File: config.mk
export PLATFORM = sky130hd
export DESIGN_NAME = serial_8b10b_link
export DESIGN_NICKNAME = d
export VERILOG_FILES = /design/src/source/link_8b10b_pkg.sv /design/src/source/byte_if.sv /design/src/source/rx_8b10b_shift_decoder.sv /design/src/source/serial_8b10b_link.sv /design/src/source/tx_8b10b_serializer.sv /design/src/source/tx_byte_fifo.sv
export SDC_FILE = /design/constraint.sdc
export NUM_CORES = 1
export LEC_CHECK = 0
export BUFFER_PORTS_ARGS = -buffer_cell sky130_fd_sc_hd__clkbuf_2
export CORE_ASPECT_RATIO = 1.5
export CORE_MARGIN = 2
export CORE_UTILIZATION = 40
export CTS_CLUSTER_SIZE = 28
export DETAILED_ROUTE_END_ITERATION = 10
export HOLD_SLACK_MARGIN = 0.03
export PLACE_DENSITY = 0.54
export SYNTH_ARGS = -nofsm -noshare
export SYNTH_HDL_FRONTEND = slang
export SYNTH_SLANG_ARGS = --single-unit
File: constraint.sdc
create_clock -name clk_i -period 10.4 [get_ports clk_i]
set_clock_uncertainty 0.2 [all_clocks]
set_input_delay 2.08 -clock clk_i [delete_from_list [all_inputs] [get_ports clk_i]]
set_output_delay 2.08 -clock clk_i [all_outputs]
set_load 0.03 [all_outputs]
File: src/source/link_8b10b_pkg.sv
`default_nettype none

package link_8b10b_pkg;

  // ========================================================================
  // Code word and control constants
  // ========================================================================

  // Ten-bit code word, bit 0 holds the a bit and goes on the line first
  // Sub-block fields also keep their first bit at index 0
  typedef union packed {
    logic [9:0] word;
    struct packed {
      logic [3:0] fghj;
      logic [5:0] abcdei;
    } blk;
  } code10_u;

  // Idle comma and the K code the comma aligner cannot tolerate
  localparam logic [7:0] K28_5_C = 8'hBC;
  localparam logic [7:0] K28_7_C = 8'hFC;

  // Tables below are in written order, a (or f) as the MSB
  // RD- column only, the RD+ form is derived by the functions
  localparam logic [5:0] K28_6B_C = 6'b001111;

  localparam logic [5:0] D6_NEG_C [0:31] = '{
    6'b100111, 6'b011101, 6'b101101, 6'b110001,
    6'b110101, 6'b101001, 6'b011001, 6'b111000,
    6'b111001, 6'b100101, 6'b010101, 6'b110100,
    6'b001101, 6'b101100, 6'b011100, 6'b010111,
    6'b011011, 6'b100011, 6'b010011, 6'b110010,
    6'b001011, 6'b101010, 6'b011010, 6'b111010,
    6'b110011, 6'b100110, 6'b010110, 6'b110110,
    6'b001110, 6'b101110, 6'b011110, 6'b101011
  };

  // Data 3b/4b, entry 7 is the primary P7 form
  localparam logic [3:0] D4_NEG_C [0:7] = '{
    4'b1011, 4'b1001, 4'b0101, 4'b1100, 4'b1101, 4'b1010, 4'b0110, 4'b1110
  };

  // Control 3b/4b, every entry alternates with disparity
  localparam logic [3:0] K4_NEG_C [0:7] = '{
    4'b1011, 4'b0110, 4'b1010, 4'b1100, 4'b1101, 4'b0101, 4'b1001, 4'b0111
  };

  // ========================================================================
  // Helpers
  // ========================================================================

  function automatic logic [5:0] rev6(input logic [5:0] v);
    logic [5:0] r;
    for (int i = 0; i < 6; i++)
      r[i] = v[5-i];
    return r;
  endfunction

  function automatic logic [3:0] rev4(input logic [3:0] v);
    logic [3:0] r;
    for (int i = 0; i < 4; i++)
      r[i] = v[3-i];
    return r;
  endfunction

  // K.28.0 to K.28.6 plus the four K.x.7 codes
  function automatic logic is_legal_k(input logic [7:0] b);
    return ((b[4:0] == 5'd28) && (b[7:5] != 3'd7)) ||
           (b == 8'hF7) || (b == 8'hFB) || (b == 8'hFD) || (b == 8'hFE);
  endfunction

  // ========================================================================
  // Encoder
  // ========================================================================

  function automatic code10_u encode_8b10b(
    input  logic [7:0] data,
    input  logic       k,
    input  logic       rd_in,
    output logic       rd_out
  );
    code10_u    cw;
    logic [5:0] c6;
    logic [3:0] c4;
    logic [4:0] x;
    logic [2:0] y;
    logic       rd6;
    logic       alt7;
    x = data[4:0];
    y = data[7:5];
    // 5b/6b, unbalanced codes and D.07 flip at RD+
    c6 = (k && (x == 5'd28)) ? K28_6B_C : D6_NEG_C[x];
    if (rd_in && (($countones(c6) != 3) || (x == 5'd7)))
      c6 = ~c6;
    rd6 = ($countones(c6) == 3) ? rd_in : ~rd_in;
    // A7 avoids a run of five across e i f g h
    alt7 = (!rd6 && ((x == 5'd17) || (x == 5'd18) || (x == 5'd20))) ||
           (rd6 && ((x == 5'd11) || (x == 5'd13) || (x == 5'd14)));
    if (k)
      c4 = K4_NEG_C[y];
    else if ((y == 3'd7) && alt7)
      c4 = 4'b0111;
    else
      c4 = D4_NEG_C[y];
    if (rd6 && (k || ($countones(c4) != 2) || (y == 3'd3)))
      c4 = ~c4;
    rd_out = ($countones(c4) == 2) ? rd6 : ~rd6;
    cw.blk.abcdei = rev6(c6);
    cw.blk.fghj   = rev4(c4);
    return cw;
  endfunction

  // ========================================================================
  // Decoder
  // ========================================================================

  // A form that matches only the other disparity still decodes
  // but raises rd_err, a missing code raises code_err
  function automatic logic [7:0] decode_8b10b(
    input  code10_u cw,
    input  logic    rd_in,
    output logic    k,
    output logic    rd_out,
    output logic    code_err,
    output logic    rd_err
  );
    logic [5:0] c6;
    logic [5:0] pos6;
    logic [3:0] c4;
    logic [3:0] neg4;
    logic [3:0] pos4;
    logic [4:0] x;
    logic [2:0] y;
    logic       k28;
    logic       hit6;
    logic       good6;
    logic       hit4;
    logic       good4;
    logic       rd6;
    c6    = rev6(cw.blk.abcdei);
    c4    = rev4(cw.blk.fghj);
    x     = '0;
    y     = '0;
    k     = 1'b0;
    // 6b sub-block, K.28 is outside the data table
    k28   = (c6 == K28_6B_C) || (c6 == ~K28_6B_C);
    hit6  = k28;
    good6 = (c6 == (rd_in ? ~K28_6B_C : K28_6B_C));
    if (k28)
      x = 5'd28;
    for (int i = 0; i < 32; i++)
    begin
      pos6 = (($countones(D6_NEG_C[i]) != 3) || (i == 7)) ? ~D6_NEG_C[i] : D6_NEG_C[i];
      if (c6 == (rd_in ? pos6 : D6_NEG_C[i]))
      begin
        x     = 5'(i);
        hit6  = 1'b1;
        good6 = 1'b1;
      end
      else if (c6 == (rd_in ? D6_NEG_C[i] : pos6))
      begin
        x    = 5'(i);
        hit6 = 1'b1;
      end
    end
    if ($countones(c6) == 3)
      rd6 = rd_in;
    else
      rd6 = ($countones(c6) > 3);
    // 4b sub-block, A7 form also carries the K.x.7 codes
    hit4  = 1'b0;
    good4 = 1'b0;
    if ((c4 == 4'b0111) || (c4 == 4'b1000))
    begin
      y     = 3'd7;
      hit4  = 1'b1;
      good4 = (c4 == (rd6 ? 4'b1000 : 4'b0111));
      k     = (x == 5'd23) || (x == 5'd27) || (x == 5'd29) || (x == 5'd30);
    end
    else
    begin
      // K.28.1 and K.28.6 share patterns, disparity picks one
      for (int j = 0; j < 8; j++)
      begin
        neg4 = k28 ? K4_NEG_C[j] : D4_NEG_C[j];
        pos4 = (k28 || ($countones(neg4) != 2) || (j == 3)) ? ~neg4 : neg4;
        if (c4 == (rd6 ? pos4 : neg4))
        begin
          y     = 3'(j);
          hit4  = 1'b1;
          good4 = 1'b1;
        end
        else if (!good4 && (c4 == (rd6 ? neg4 : pos4)))
        begin
          y    = 3'(j);
          hit4 = 1'b1;
        end
      end
    end
    k        = k | k28;
    rd_out   = ($countones(c4) == 2) ? rd6 : ($countones(c4) > 2);
    code_err = ~hit6 | ~hit4;
    rd_err   = (hit6 & ~good6) | (hit4 & ~good4);
    return {y, x};
  endfunction

endpackage

`default_nettype wire

File: src/source/byte_if.sv
`default_nettype none

// FIFO head handoff to the serializer
// Data and k are meaningful whenever empty is low
interface byte_if;

  logic [7:0] data;
  logic       k;
  logic       empty;
  // One-cycle strobe, never raised while empty
  logic       pop;

  // FIFO side presents the head entry
  modport fifo (
    output data,
    output k,
    output empty,
    input  pop
  );

  // Serializer side consumes it
  modport ser (
    input  data,
    input  k,
    input  empty,
    output pop
  );

endinterface

`default_nettype wire

File: src/source/rx_8b10b_shift_decoder.sv
`default_nettype none

module rx_8b10b_shift_decoder
  import link_8b10b_pkg::*;
(
  input  logic       clk_i,
  input  logic       rst_n_i,
  input  logic       data_i,
  output logic [7:0] data_o,
  output logic       k_o,
  output logic       v_o,
  output logic       frame_align_o
);

  // Low seven bits a..f of K.28.1 or K.28.5, either polarity
  localparam logic [6:0] COMMA_NEG_C = 7'b1111100;
  localparam logic [6:0] COMMA_POS_C = 7'b0000011;
  // Counter parks here until the first comma
  localparam logic [3:0] CNT_IDLE_C  = 4'd15;

  code10_u    shift_q;
  logic       comma_neg;
  logic       comma_pos;
  logic [3:0] cnt_q;
  logic       frame_recv;
  logic       rd_q;
  logic       dec_rd;
  logic       dec_code_err;
  logic       dec_rd_err;

  // ========================================================================
  // Input shift register
  // ========================================================================

  // New bit enters at the top, so a full word ends with a at bit 0
  always_ff @(posedge clk_i or negedge rst_n_i)
  begin
    if (!rst_n_i)
      shift_q <= '0;
    else
      shift_q.word <= {data_i, shift_q.word[9:1]};
  end

  // ========================================================================
  // Comma detection and frame counter
  // ========================================================================

  // RD- comma seen means the sender moved to RD+, and the reverse
  assign comma_neg     = (shift_q.word[6:0] == COMMA_NEG_C);
  assign comma_pos     = (shift_q.word[6:0] == COMMA_POS_C);
  assign frame_align_o = comma_neg | comma_pos;

  always_ff @(posedge clk_i or negedge rst_n_i)
  begin
    if (!rst_n_i)
      cnt_q <= CNT_IDLE_C;
    else if (frame_align_o || frame_recv)
      cnt_q <= '0;
    else if (cnt_q != CNT_IDLE_C)
      cnt_q <= cnt_q + 4'd1;
  end

  // Ten cycles after each alignment a whole word sits in the register
  assign frame_recv = (cnt_q == 4'd9);

  // ========================================================================
  // Decode and disparity tracking
  // ========================================================================

  always_comb
  begin
    data_o = decode_8b10b(shift_q, rd_q, k_o, dec_rd, dec_code_err, dec_rd_err);
  end

  // Bad words are dropped silently
  assign v_o = frame_recv & ~(dec_code_err | dec_rd_err);

  // Comma polarity seeds the disparity, good frames advance it
  always_ff @(posedge clk_i or negedge rst_n_i)
  begin
    if (!rst_n_i)
      rd_q <= 1'b0;
    else if (frame_align_o)
      rd_q <= comma_neg;
    else if (v_o)
      rd_q <= dec_rd;
  end

endmodule

`default_nettype wire

File: src/source/serial_8b10b_link.sv
`default_nettype none

module serial_8b10b_link #(
  parameter int DEPTH_P = 8
) (
  input  logic       clk_i,
  input  logic       rst_n_i,
  input  logic [7:0] tx_data_i,
  input  logic       tx_k_i,
  input  logic       tx_push_i,
  input  logic       rx_i,
  output logic       tx_full_o,
  output logic       tx_o,
  output logic [7:0] rx_data_o,
  output logic       rx_k_o,
  output logic       rx_v_o,
  output logic       rx_frame_align_o
);

  // Head of the byte FIFO as seen by the serializer
  byte_if fifo_ser_if ();

  // ========================================================================
  // Transmit path
  // ========================================================================

  tx_byte_fifo #(
    .DEPTH_P (DEPTH_P)
  ) u_fifo (
    .clk_i   (clk_i),
    .rst_n_i (rst_n_i),
    .push_i  (tx_push_i),
    .data_i  (tx_data_i),
    .k_i     (tx_k_i),
    .full_o  (tx_full_o),
    .rd      (fifo_ser_if)
  );

  tx_8b10b_serializer u_ser (
    .clk_i   (clk_i),
    .rst_n_i (rst_n_i),
    .rd      (fifo_ser_if),
    .tx_o    (tx_o)
  );

  // ========================================================================
  // Receive path
  // ========================================================================

  rx_8b10b_shift_decoder u_dec (
    .clk_i         (clk_i),
    .rst_n_i       (rst_n_i),
    .data_i        (rx_i),
    .data_o        (rx_data_o),
    .k_o           (rx_k_o),
    .v_o           (rx_v_o),
    .frame_align_o (rx_frame_align_o)
  );

endmodule

`default_nettype wire

File: src/source/tx_8b10b_serializer.sv
`default_nettype none

module tx_8b10b_serializer
  import link_8b10b_pkg::*;
(
  input  logic clk_i,
  input  logic rst_n_i,
  byte_if.ser  rd,
  output logic tx_o
);

  // K.28.5 RD- as a flat word, a bit at index 0
  localparam logic [9:0] IDLE_NEG_C = 10'b0101_111100;

  logic [3:0] bit_cnt_q;
  logic [9:0] shift_q;
  // Disparity after the symbol now on the line
  logic       rd_q;
  logic       last_bit;
  logic [7:0] next_data;
  logic       next_k;
  code10_u    next_cw;
  logic       next_rd;

  // ========================================================================
  // Symbol boundary and next word selection
  // ========================================================================

  assign last_bit = (bit_cnt_q == 4'd9);

  // Take the head if there is one, else fill with an idle comma
  assign rd.pop    = last_bit & ~rd.empty;
  assign next_data = rd.empty ? K28_5_C : rd.data;
  assign next_k    = rd.empty | rd.k;

  always_comb
  begin
    next_cw = encode_8b10b(next_data, next_k, rd_q, next_rd);
  end

  // ========================================================================
  // Bit counter, shifter and running disparity
  // ========================================================================

  // Link starts at RD-, the reset comma is the RD- form
  // and leaves the running disparity at RD+
  always_ff @(posedge clk_i or negedge rst_n_i)
  begin
    if (!rst_n_i)
    begin
      bit_cnt_q <= '0;
      shift_q   <= IDLE_NEG_C;
      rd_q      <= 1'b1;
    end
    else if (last_bit)
    begin
      bit_cnt_q <= '0;
      shift_q   <= next_cw.word;
      rd_q      <= next_rd;
    end
    else
    begin
      bit_cnt_q <= bit_cnt_q + 4'd1;
      // LSB first
      shift_q   <= {1'b0, shift_q[9:1]};
    end
  end

  assign tx_o = shift_q[0];

endmodule

`default_nettype wire

File: src/source/tx_byte_fifo.sv
`default_nettype none

module tx_byte_fifo #(
  parameter int DEPTH_P = 8
) (
  input  logic       clk_i,
  input  logic       rst_n_i,
  input  logic       push_i,
  input  logic [7:0] data_i,
  input  logic       k_i,
  output logic       full_o,
  byte_if.fifo       rd
);

  // Index width, pointers carry one extra wrap bit
  localparam int AW_C = $clog2(DEPTH_P);

  // Entry is {k, data}
  logic [8:0]    mem_q [DEPTH_P];
  logic [AW_C:0] wr_ptr_q;
  logic [AW_C:0] rd_ptr_q;
  logic          wr_en;

  // ========================================================================
  // Status
  // ========================================================================

  // Same index, different wrap bit means a full lap ahead
  assign full_o   = (wr_ptr_q[AW_C] != rd_ptr_q[AW_C]) &&
                    (wr_ptr_q[AW_C-1:0] == rd_ptr_q[AW_C-1:0]);
  assign rd.empty = (wr_ptr_q == rd_ptr_q);

  // Push while full is dropped
  assign wr_en = push_i & ~full_o;

  // ========================================================================
  // Storage and pointers
  // ========================================================================

  always_ff @(posedge clk_i or negedge rst_n_i)
  begin
    if (!rst_n_i)
      mem_q <= '{default: '0};
    else if (wr_en)
      mem_q[wr_ptr_q[AW_C-1:0]] <= {k_i, data_i};
  end

  always_ff @(posedge clk_i or negedge rst_n_i)
  begin
    if (!rst_n_i)
    begin
      wr_ptr_q <= '0;
      rd_ptr_q <= '0;
    end
    else
    begin
      if (wr_en)
        wr_ptr_q <= wr_ptr_q + 1'b1;
      // Serializer only pops a valid head
      if (rd.pop)
        rd_ptr_q <= rd_ptr_q + 1'b1;
    end
  end

  // Head entry straight from the store
  assign rd.data = mem_q[rd_ptr_q[AW_C-1:0]][7:0];
  assign rd.k    = mem_q[rd_ptr_q[AW_C-1:0]][8];

endmodule

`default_nettype wire

==> tab_implementation.tex <==
\begin{tabular}{lr}
\hline
Metric & Value \\
\hline
\multicolumn{2}{l}{\textbf{Synth}} \\
Post-synthesis sequential element count & 110 \\
Synth unique cells & 94 \\
Top\_reg\_cell synth & sky130\_fd\_sc\_hd\_\_dfrtp\_1 \\
Top post-synthesis cells by area & sky130\_fd\_sc\_hd\_\_dfrtp\_1 30\%, sky130\_fd\_sc\_hd\_\_mux2\_2 11\%, sky130\_fd\_sc\_hd\_\_ha\_1 6.5\% \\
Proportion of synthesized flip-flops having asynchronous set or reset & 100\% \\
Synth Instances & just over 800 \\
Mapped Area & slightly above 8000 um2 \\
Mean post-synth cell area & 10.1 um2 \\
Synth Net Count & 869 \\
Fraction of synthesized cell area taken by the top area cell type & a little under a third \\
Count leader, synth & sky130\_fd\_sc\_hd\_\_dfrtp\_1 \\
Most frequent cells after synthesis & 99 x sky130\_fd\_sc\_hd\_\_dfrtp\_1, 78 x sky130\_fd\_sc\_hd\_\_mux2\_2, 73 x sky130\_fd\_sc\_hd\_\_nand2\_1, 42 x sky130\_fd\_sc\_hd\_\_ha\_1, 42 x sky130\_fd\_sc\_hd\_\_nor2\_1 \\
Sequential-to-total area share from yosys stat & about 34\% \\
Cell accounting for the most synthesized area & sky130\_fd\_sc\_hd\_\_dfrtp\_1 \\
Number of warnings printed during yosys synthesis & 0 \\
EDFF count, synth & 0 \\
\multicolumn{2}{l}{\textbf{Global routing}} \\
Initial antenna violation count & 0 \\
Number of global-route vias before repair & 6,401 \\
Global-route wire length before repair & 34,100 um \\
Gr ovfl total & 0 \\
GRT Util Overall & approximately a fifth \\
Largest net degree at the start of global routing & 75 \\
\multicolumn{2}{l}{\textbf{STA}} \\
Slew @ Worst Pin & approximately 1.1 ns \\
Sum of negative setup slack & 0 ns \\
Setup-violating endpoint count in the final report & 0 \\
Shortest period the worst path allows & between 9 and 10 ns \\
Slew Limit Fails & 0 \\
Maximum frequency from static timing analysis & $\sim$0.10 GHz \\
Number of hold-slack violations in the final timing report & 0 \\
Remaining max-slew budget at the tightest pin & $\sim$29\% \\
Setup repair after global routing missed its margin & no \\
Portion of the clock cycle consumed by the worst path in the final layout & 93.8\% \\
\multicolumn{2}{l}{\textbf{Critical path}} \\
Data arrival, critical path & approximately 9.8 ns \\
Type of destination of the critical path & register \\
Category of the worst setup path launch point & register \\
Endpoint of the most critical register-to-register path & u\_ser.rd\_q \\
Required time of the critical path & 10.48 ns \\
Count of cells along the worst register-to-register path & 38 \\
WS Path Type & register to register \\
R2R Path Start & u\_fifo.rd\_ptr\_q[1] \\
Most prevalent standard cell on the critical path & sky130\_fd\_sc\_hd\_\_ha\_1 \\
Setup slack of the worst register-to-register path & $\sim$0.64 ns \\
Crit path max-delay cell type & sky130\_fd\_sc\_hd\_\_dfrtp\_1 \\
Delay of the slowest critical-path stage & between 0.6 and 0.7 ns \\
Highest net fanout along the worst path & 13 \\
\multicolumn{2}{l}{\textbf{Die}} \\
Initial standard-cell utilization of the core & between 40\% and 50\% \\
Die Area & 21,500 um2 \\
Count of standard-cell rows & 63 \\
Horizontal die dimension & 120 um \\
Area of the core & approximately 20,000 um2 \\
Die height & approximately 180 um \\
Number of I/O pins & 26 \\
\multicolumn{2}{l}{\textbf{Routing}} \\
Routed WL & $\sim$21,000 um \\
Pre-Repair DR Iteration Count & 5 \\
Number of vias after detailed routing & between 6,000 and 7,000 \\
Initial DRC Count & slightly above 300 \\
Post-route ant nets & 0 \\
Detailed-route vias per instance & 5.88 \\
Routed len/inst & between 15 and 20 um \\
DRC violations left & 0 \\
\multicolumn{2}{l}{\textbf{Final layout}} \\
Fraction of final layout cells sized beyond drive strength 1 & between 20\% and 30\% \\
Nets & between 800 and 900 \\
Layout-stage area growth over the synthesis result & 6.91\% \\
Diodes inserted & 0 \\
\multicolumn{2}{l}{\textbf{Place}} \\
Post-detail-place hpwl & around 15,000 um \\
Gp weighted congestion & a little under 0.9 \\
Port Buffer Count & 25 \\
\multicolumn{2}{l}{\textbf{CTS}} \\
Worst-Skew Late Latency & 0.36 ns \\
Number of sinks handled by clock tree synthesis & 110 \\
Number of buffers added by the clock tree synthesis step & 9 \\
Max H-tree Level & 3 \\
Clock tree from TritonCTS & done \\
Worst-case clock buffer depth & 2 \\
Clock transition time at the flip-flop clock pins of the worst setup and hold paths & 0.09 ns \\
Library cell used as clock root buffer & sky130\_fd\_sc\_hd\_\_clkbuf\_16 \\
\multicolumn{2}{l}{\textbf{Min path}} \\
Cell depth of the worst min-delay path & 2 \\
Tightest Hold Check Type & register to register \\
Endpoint of the worst hold-timing path & u\_ser.shift\_q[0] \\
Beginning of the worst hold path & u\_ser.shift\_q[1] \\
\multicolumn{2}{l}{\textbf{Flow run}} \\
Reported max-cap violation count & 0 \\
\multicolumn{2}{l}{\textbf{Outcome}} \\
Run status & complete, no violations \\
\hline
\end{tabular}
==> worst max-delay path, delay by kind of cell (launching register included) <==
family	cells	cell delay (ns)
compound gates	9	1.97
simple gates	9	1.39
buf+inv	5	0.88
flops	1	0.64
fa+ha+maj	10	3.39
xor+xnor	2	0.53
mux	3	0.68
==> timing repair <==
| action | CTS | global route |
|---|---|---|
| hold buffers | 0 | 0 |
| gates resized for setup | 0 | 2 |
| setup buffers | 0 | 0 |
| endpoints found under the setup margin | 0 | 1 |
==> cells in the final DEF, fill, tap and decap left out, types with 7 or more instances in the layout <==
cell type                    n
sky130_fd_sc_hd__nor3_1     14
sky130_fd_sc_hd__o22ai_1    14
sky130_fd_sc_hd__nor3b_1     8
sky130_fd_sc_hd__mux4_2     10
sky130_fd_sc_hd__fa_1        8
sky130_fd_sc_hd__o21ai_1    10
sky130_fd_sc_hd__nor2_1     42
sky130_fd_sc_hd__dfrtp_1    98
sky130_fd_sc_hd__and3_1      8
sky130_fd_sc_hd__inv_1      35
sky130_fd_sc_hd__xnor2_1    21
sky130_fd_sc_hd__clkbuf_2   24
sky130_fd_sc_hd__ha_1       42
sky130_fd_sc_hd__o21ai_0    28
sky130_fd_sc_hd__xor2_1      7
sky130_fd_sc_hd__mux4_1      8
sky130_fd_sc_hd__nand2b_1   15
sky130_fd_sc_hd__nand2_1    72
sky130_fd_sc_hd__buf_4       8
sky130_fd_sc_hd__mux2i_1    15
sky130_fd_sc_hd__a31oi_1     8
sky130_fd_sc_hd__nand4b_1    7
sky130_fd_sc_hd__or3_1       7
sky130_fd_sc_hd__nand3_1    29
sky130_fd_sc_hd__mux2_2     78
sky130_fd_sc_hd__a22o_1      8
sky130_fd_sc_hd__a22oi_1     7
sky130_fd_sc_hd__dfstp_2    11
sky130_fd_sc_hd__and2_1      8
sky130_fd_sc_hd__a21oi_1    27
sky130_fd_sc_hd__clkbuf_16   9
sky130_fd_sc_hd__nand3b_1    8
==> registers in the layout, summed over array words and instances, names as in the netlist <==
register	count
u_fifo.wr_ptr_q	4
u_dec.cnt_q	4
u_dec.shift_q	10
u_dec.rd_q	1
u_fifo.mem_q	72
u_fifo.rd_ptr_q	4
u_ser.bit_cnt_q	4
u_ser.rd_q	1
u_ser.shift_q	10
==> per-stage QoR <==
step / std cells / util (%) / worst slack, ns / cell area, um2 / hold WS, ns
CTS: 1069 / 43.8 / 0.310 / 8690 / 0.259
floorplan: 806 / - / 1.63 / 8130 / 0.178
global route: 1069 / 43.8 / 0.000699 / 8690 / 0.267
global placement: 1053 / 42.2 / 0.648 / 8390 / 0.244
finish: 1069 / 43.8 / 0.640 / 8690 / 0.253
detailed placement: 1053 / 42.2 / 0.331 / 8390 / 0.246
==> layer usage <==
metal / global-route usage [%] / routed length [um]
met2: 36.7 / 11200
met4: 7.99 / 603
met1: 23.2 / 8350
met5: 0 / 0
met3: 2.33 / 499
==> layout make-up <==
cell class / count / area, um2
fill: 1966 / 11200
sequential: 110 / 2770
inverter: 38 / 143
clock buffer: 9 / 225
multi-input combinational: 613 / 4980
tap: 260 / 325
clock inverter: 7 / 77.6
timing repair buffer: 32 / 180
==> cells by family after synthesis <==
group / synth area share, %
DFF: 34.0
muxes: 18.2
and+or+nand+nor: 16.7
buffers and inverters: 4.83
AOI/OAI and AO/OA: 14.5
adders and majority gates: 8.57
xor gates and xnor gates: 3.22
==> how the worst max path moves through the flow <==
stage | from | cells after the start | end | slack [ns]
after floorplan | u_fifo.rd_ptr_q[0] | 38 | u_ser.rd_q | 1.63
after CTS | u_fifo.rd_ptr_q[0] | 35 | u_ser.rd_q | 0.31
final | u_fifo.rd_ptr_q[1] | 38 | u_ser.rd_q | 0.64
after global routing | u_fifo.rd_ptr_q[1] | 38 | u_ser.rd_q | 0.0007
after global placement | u_fifo.rd_ptr_q[0] | 35 | u_ser.rd_q | 0.65
after detailed placement | u_fifo.rd_ptr_q[0] | 35 | u_ser.rd_q | 0.33
Power is not shown: default switching activity piles up to over one toggle a cycle in this logic, so the estimate is an artifact.
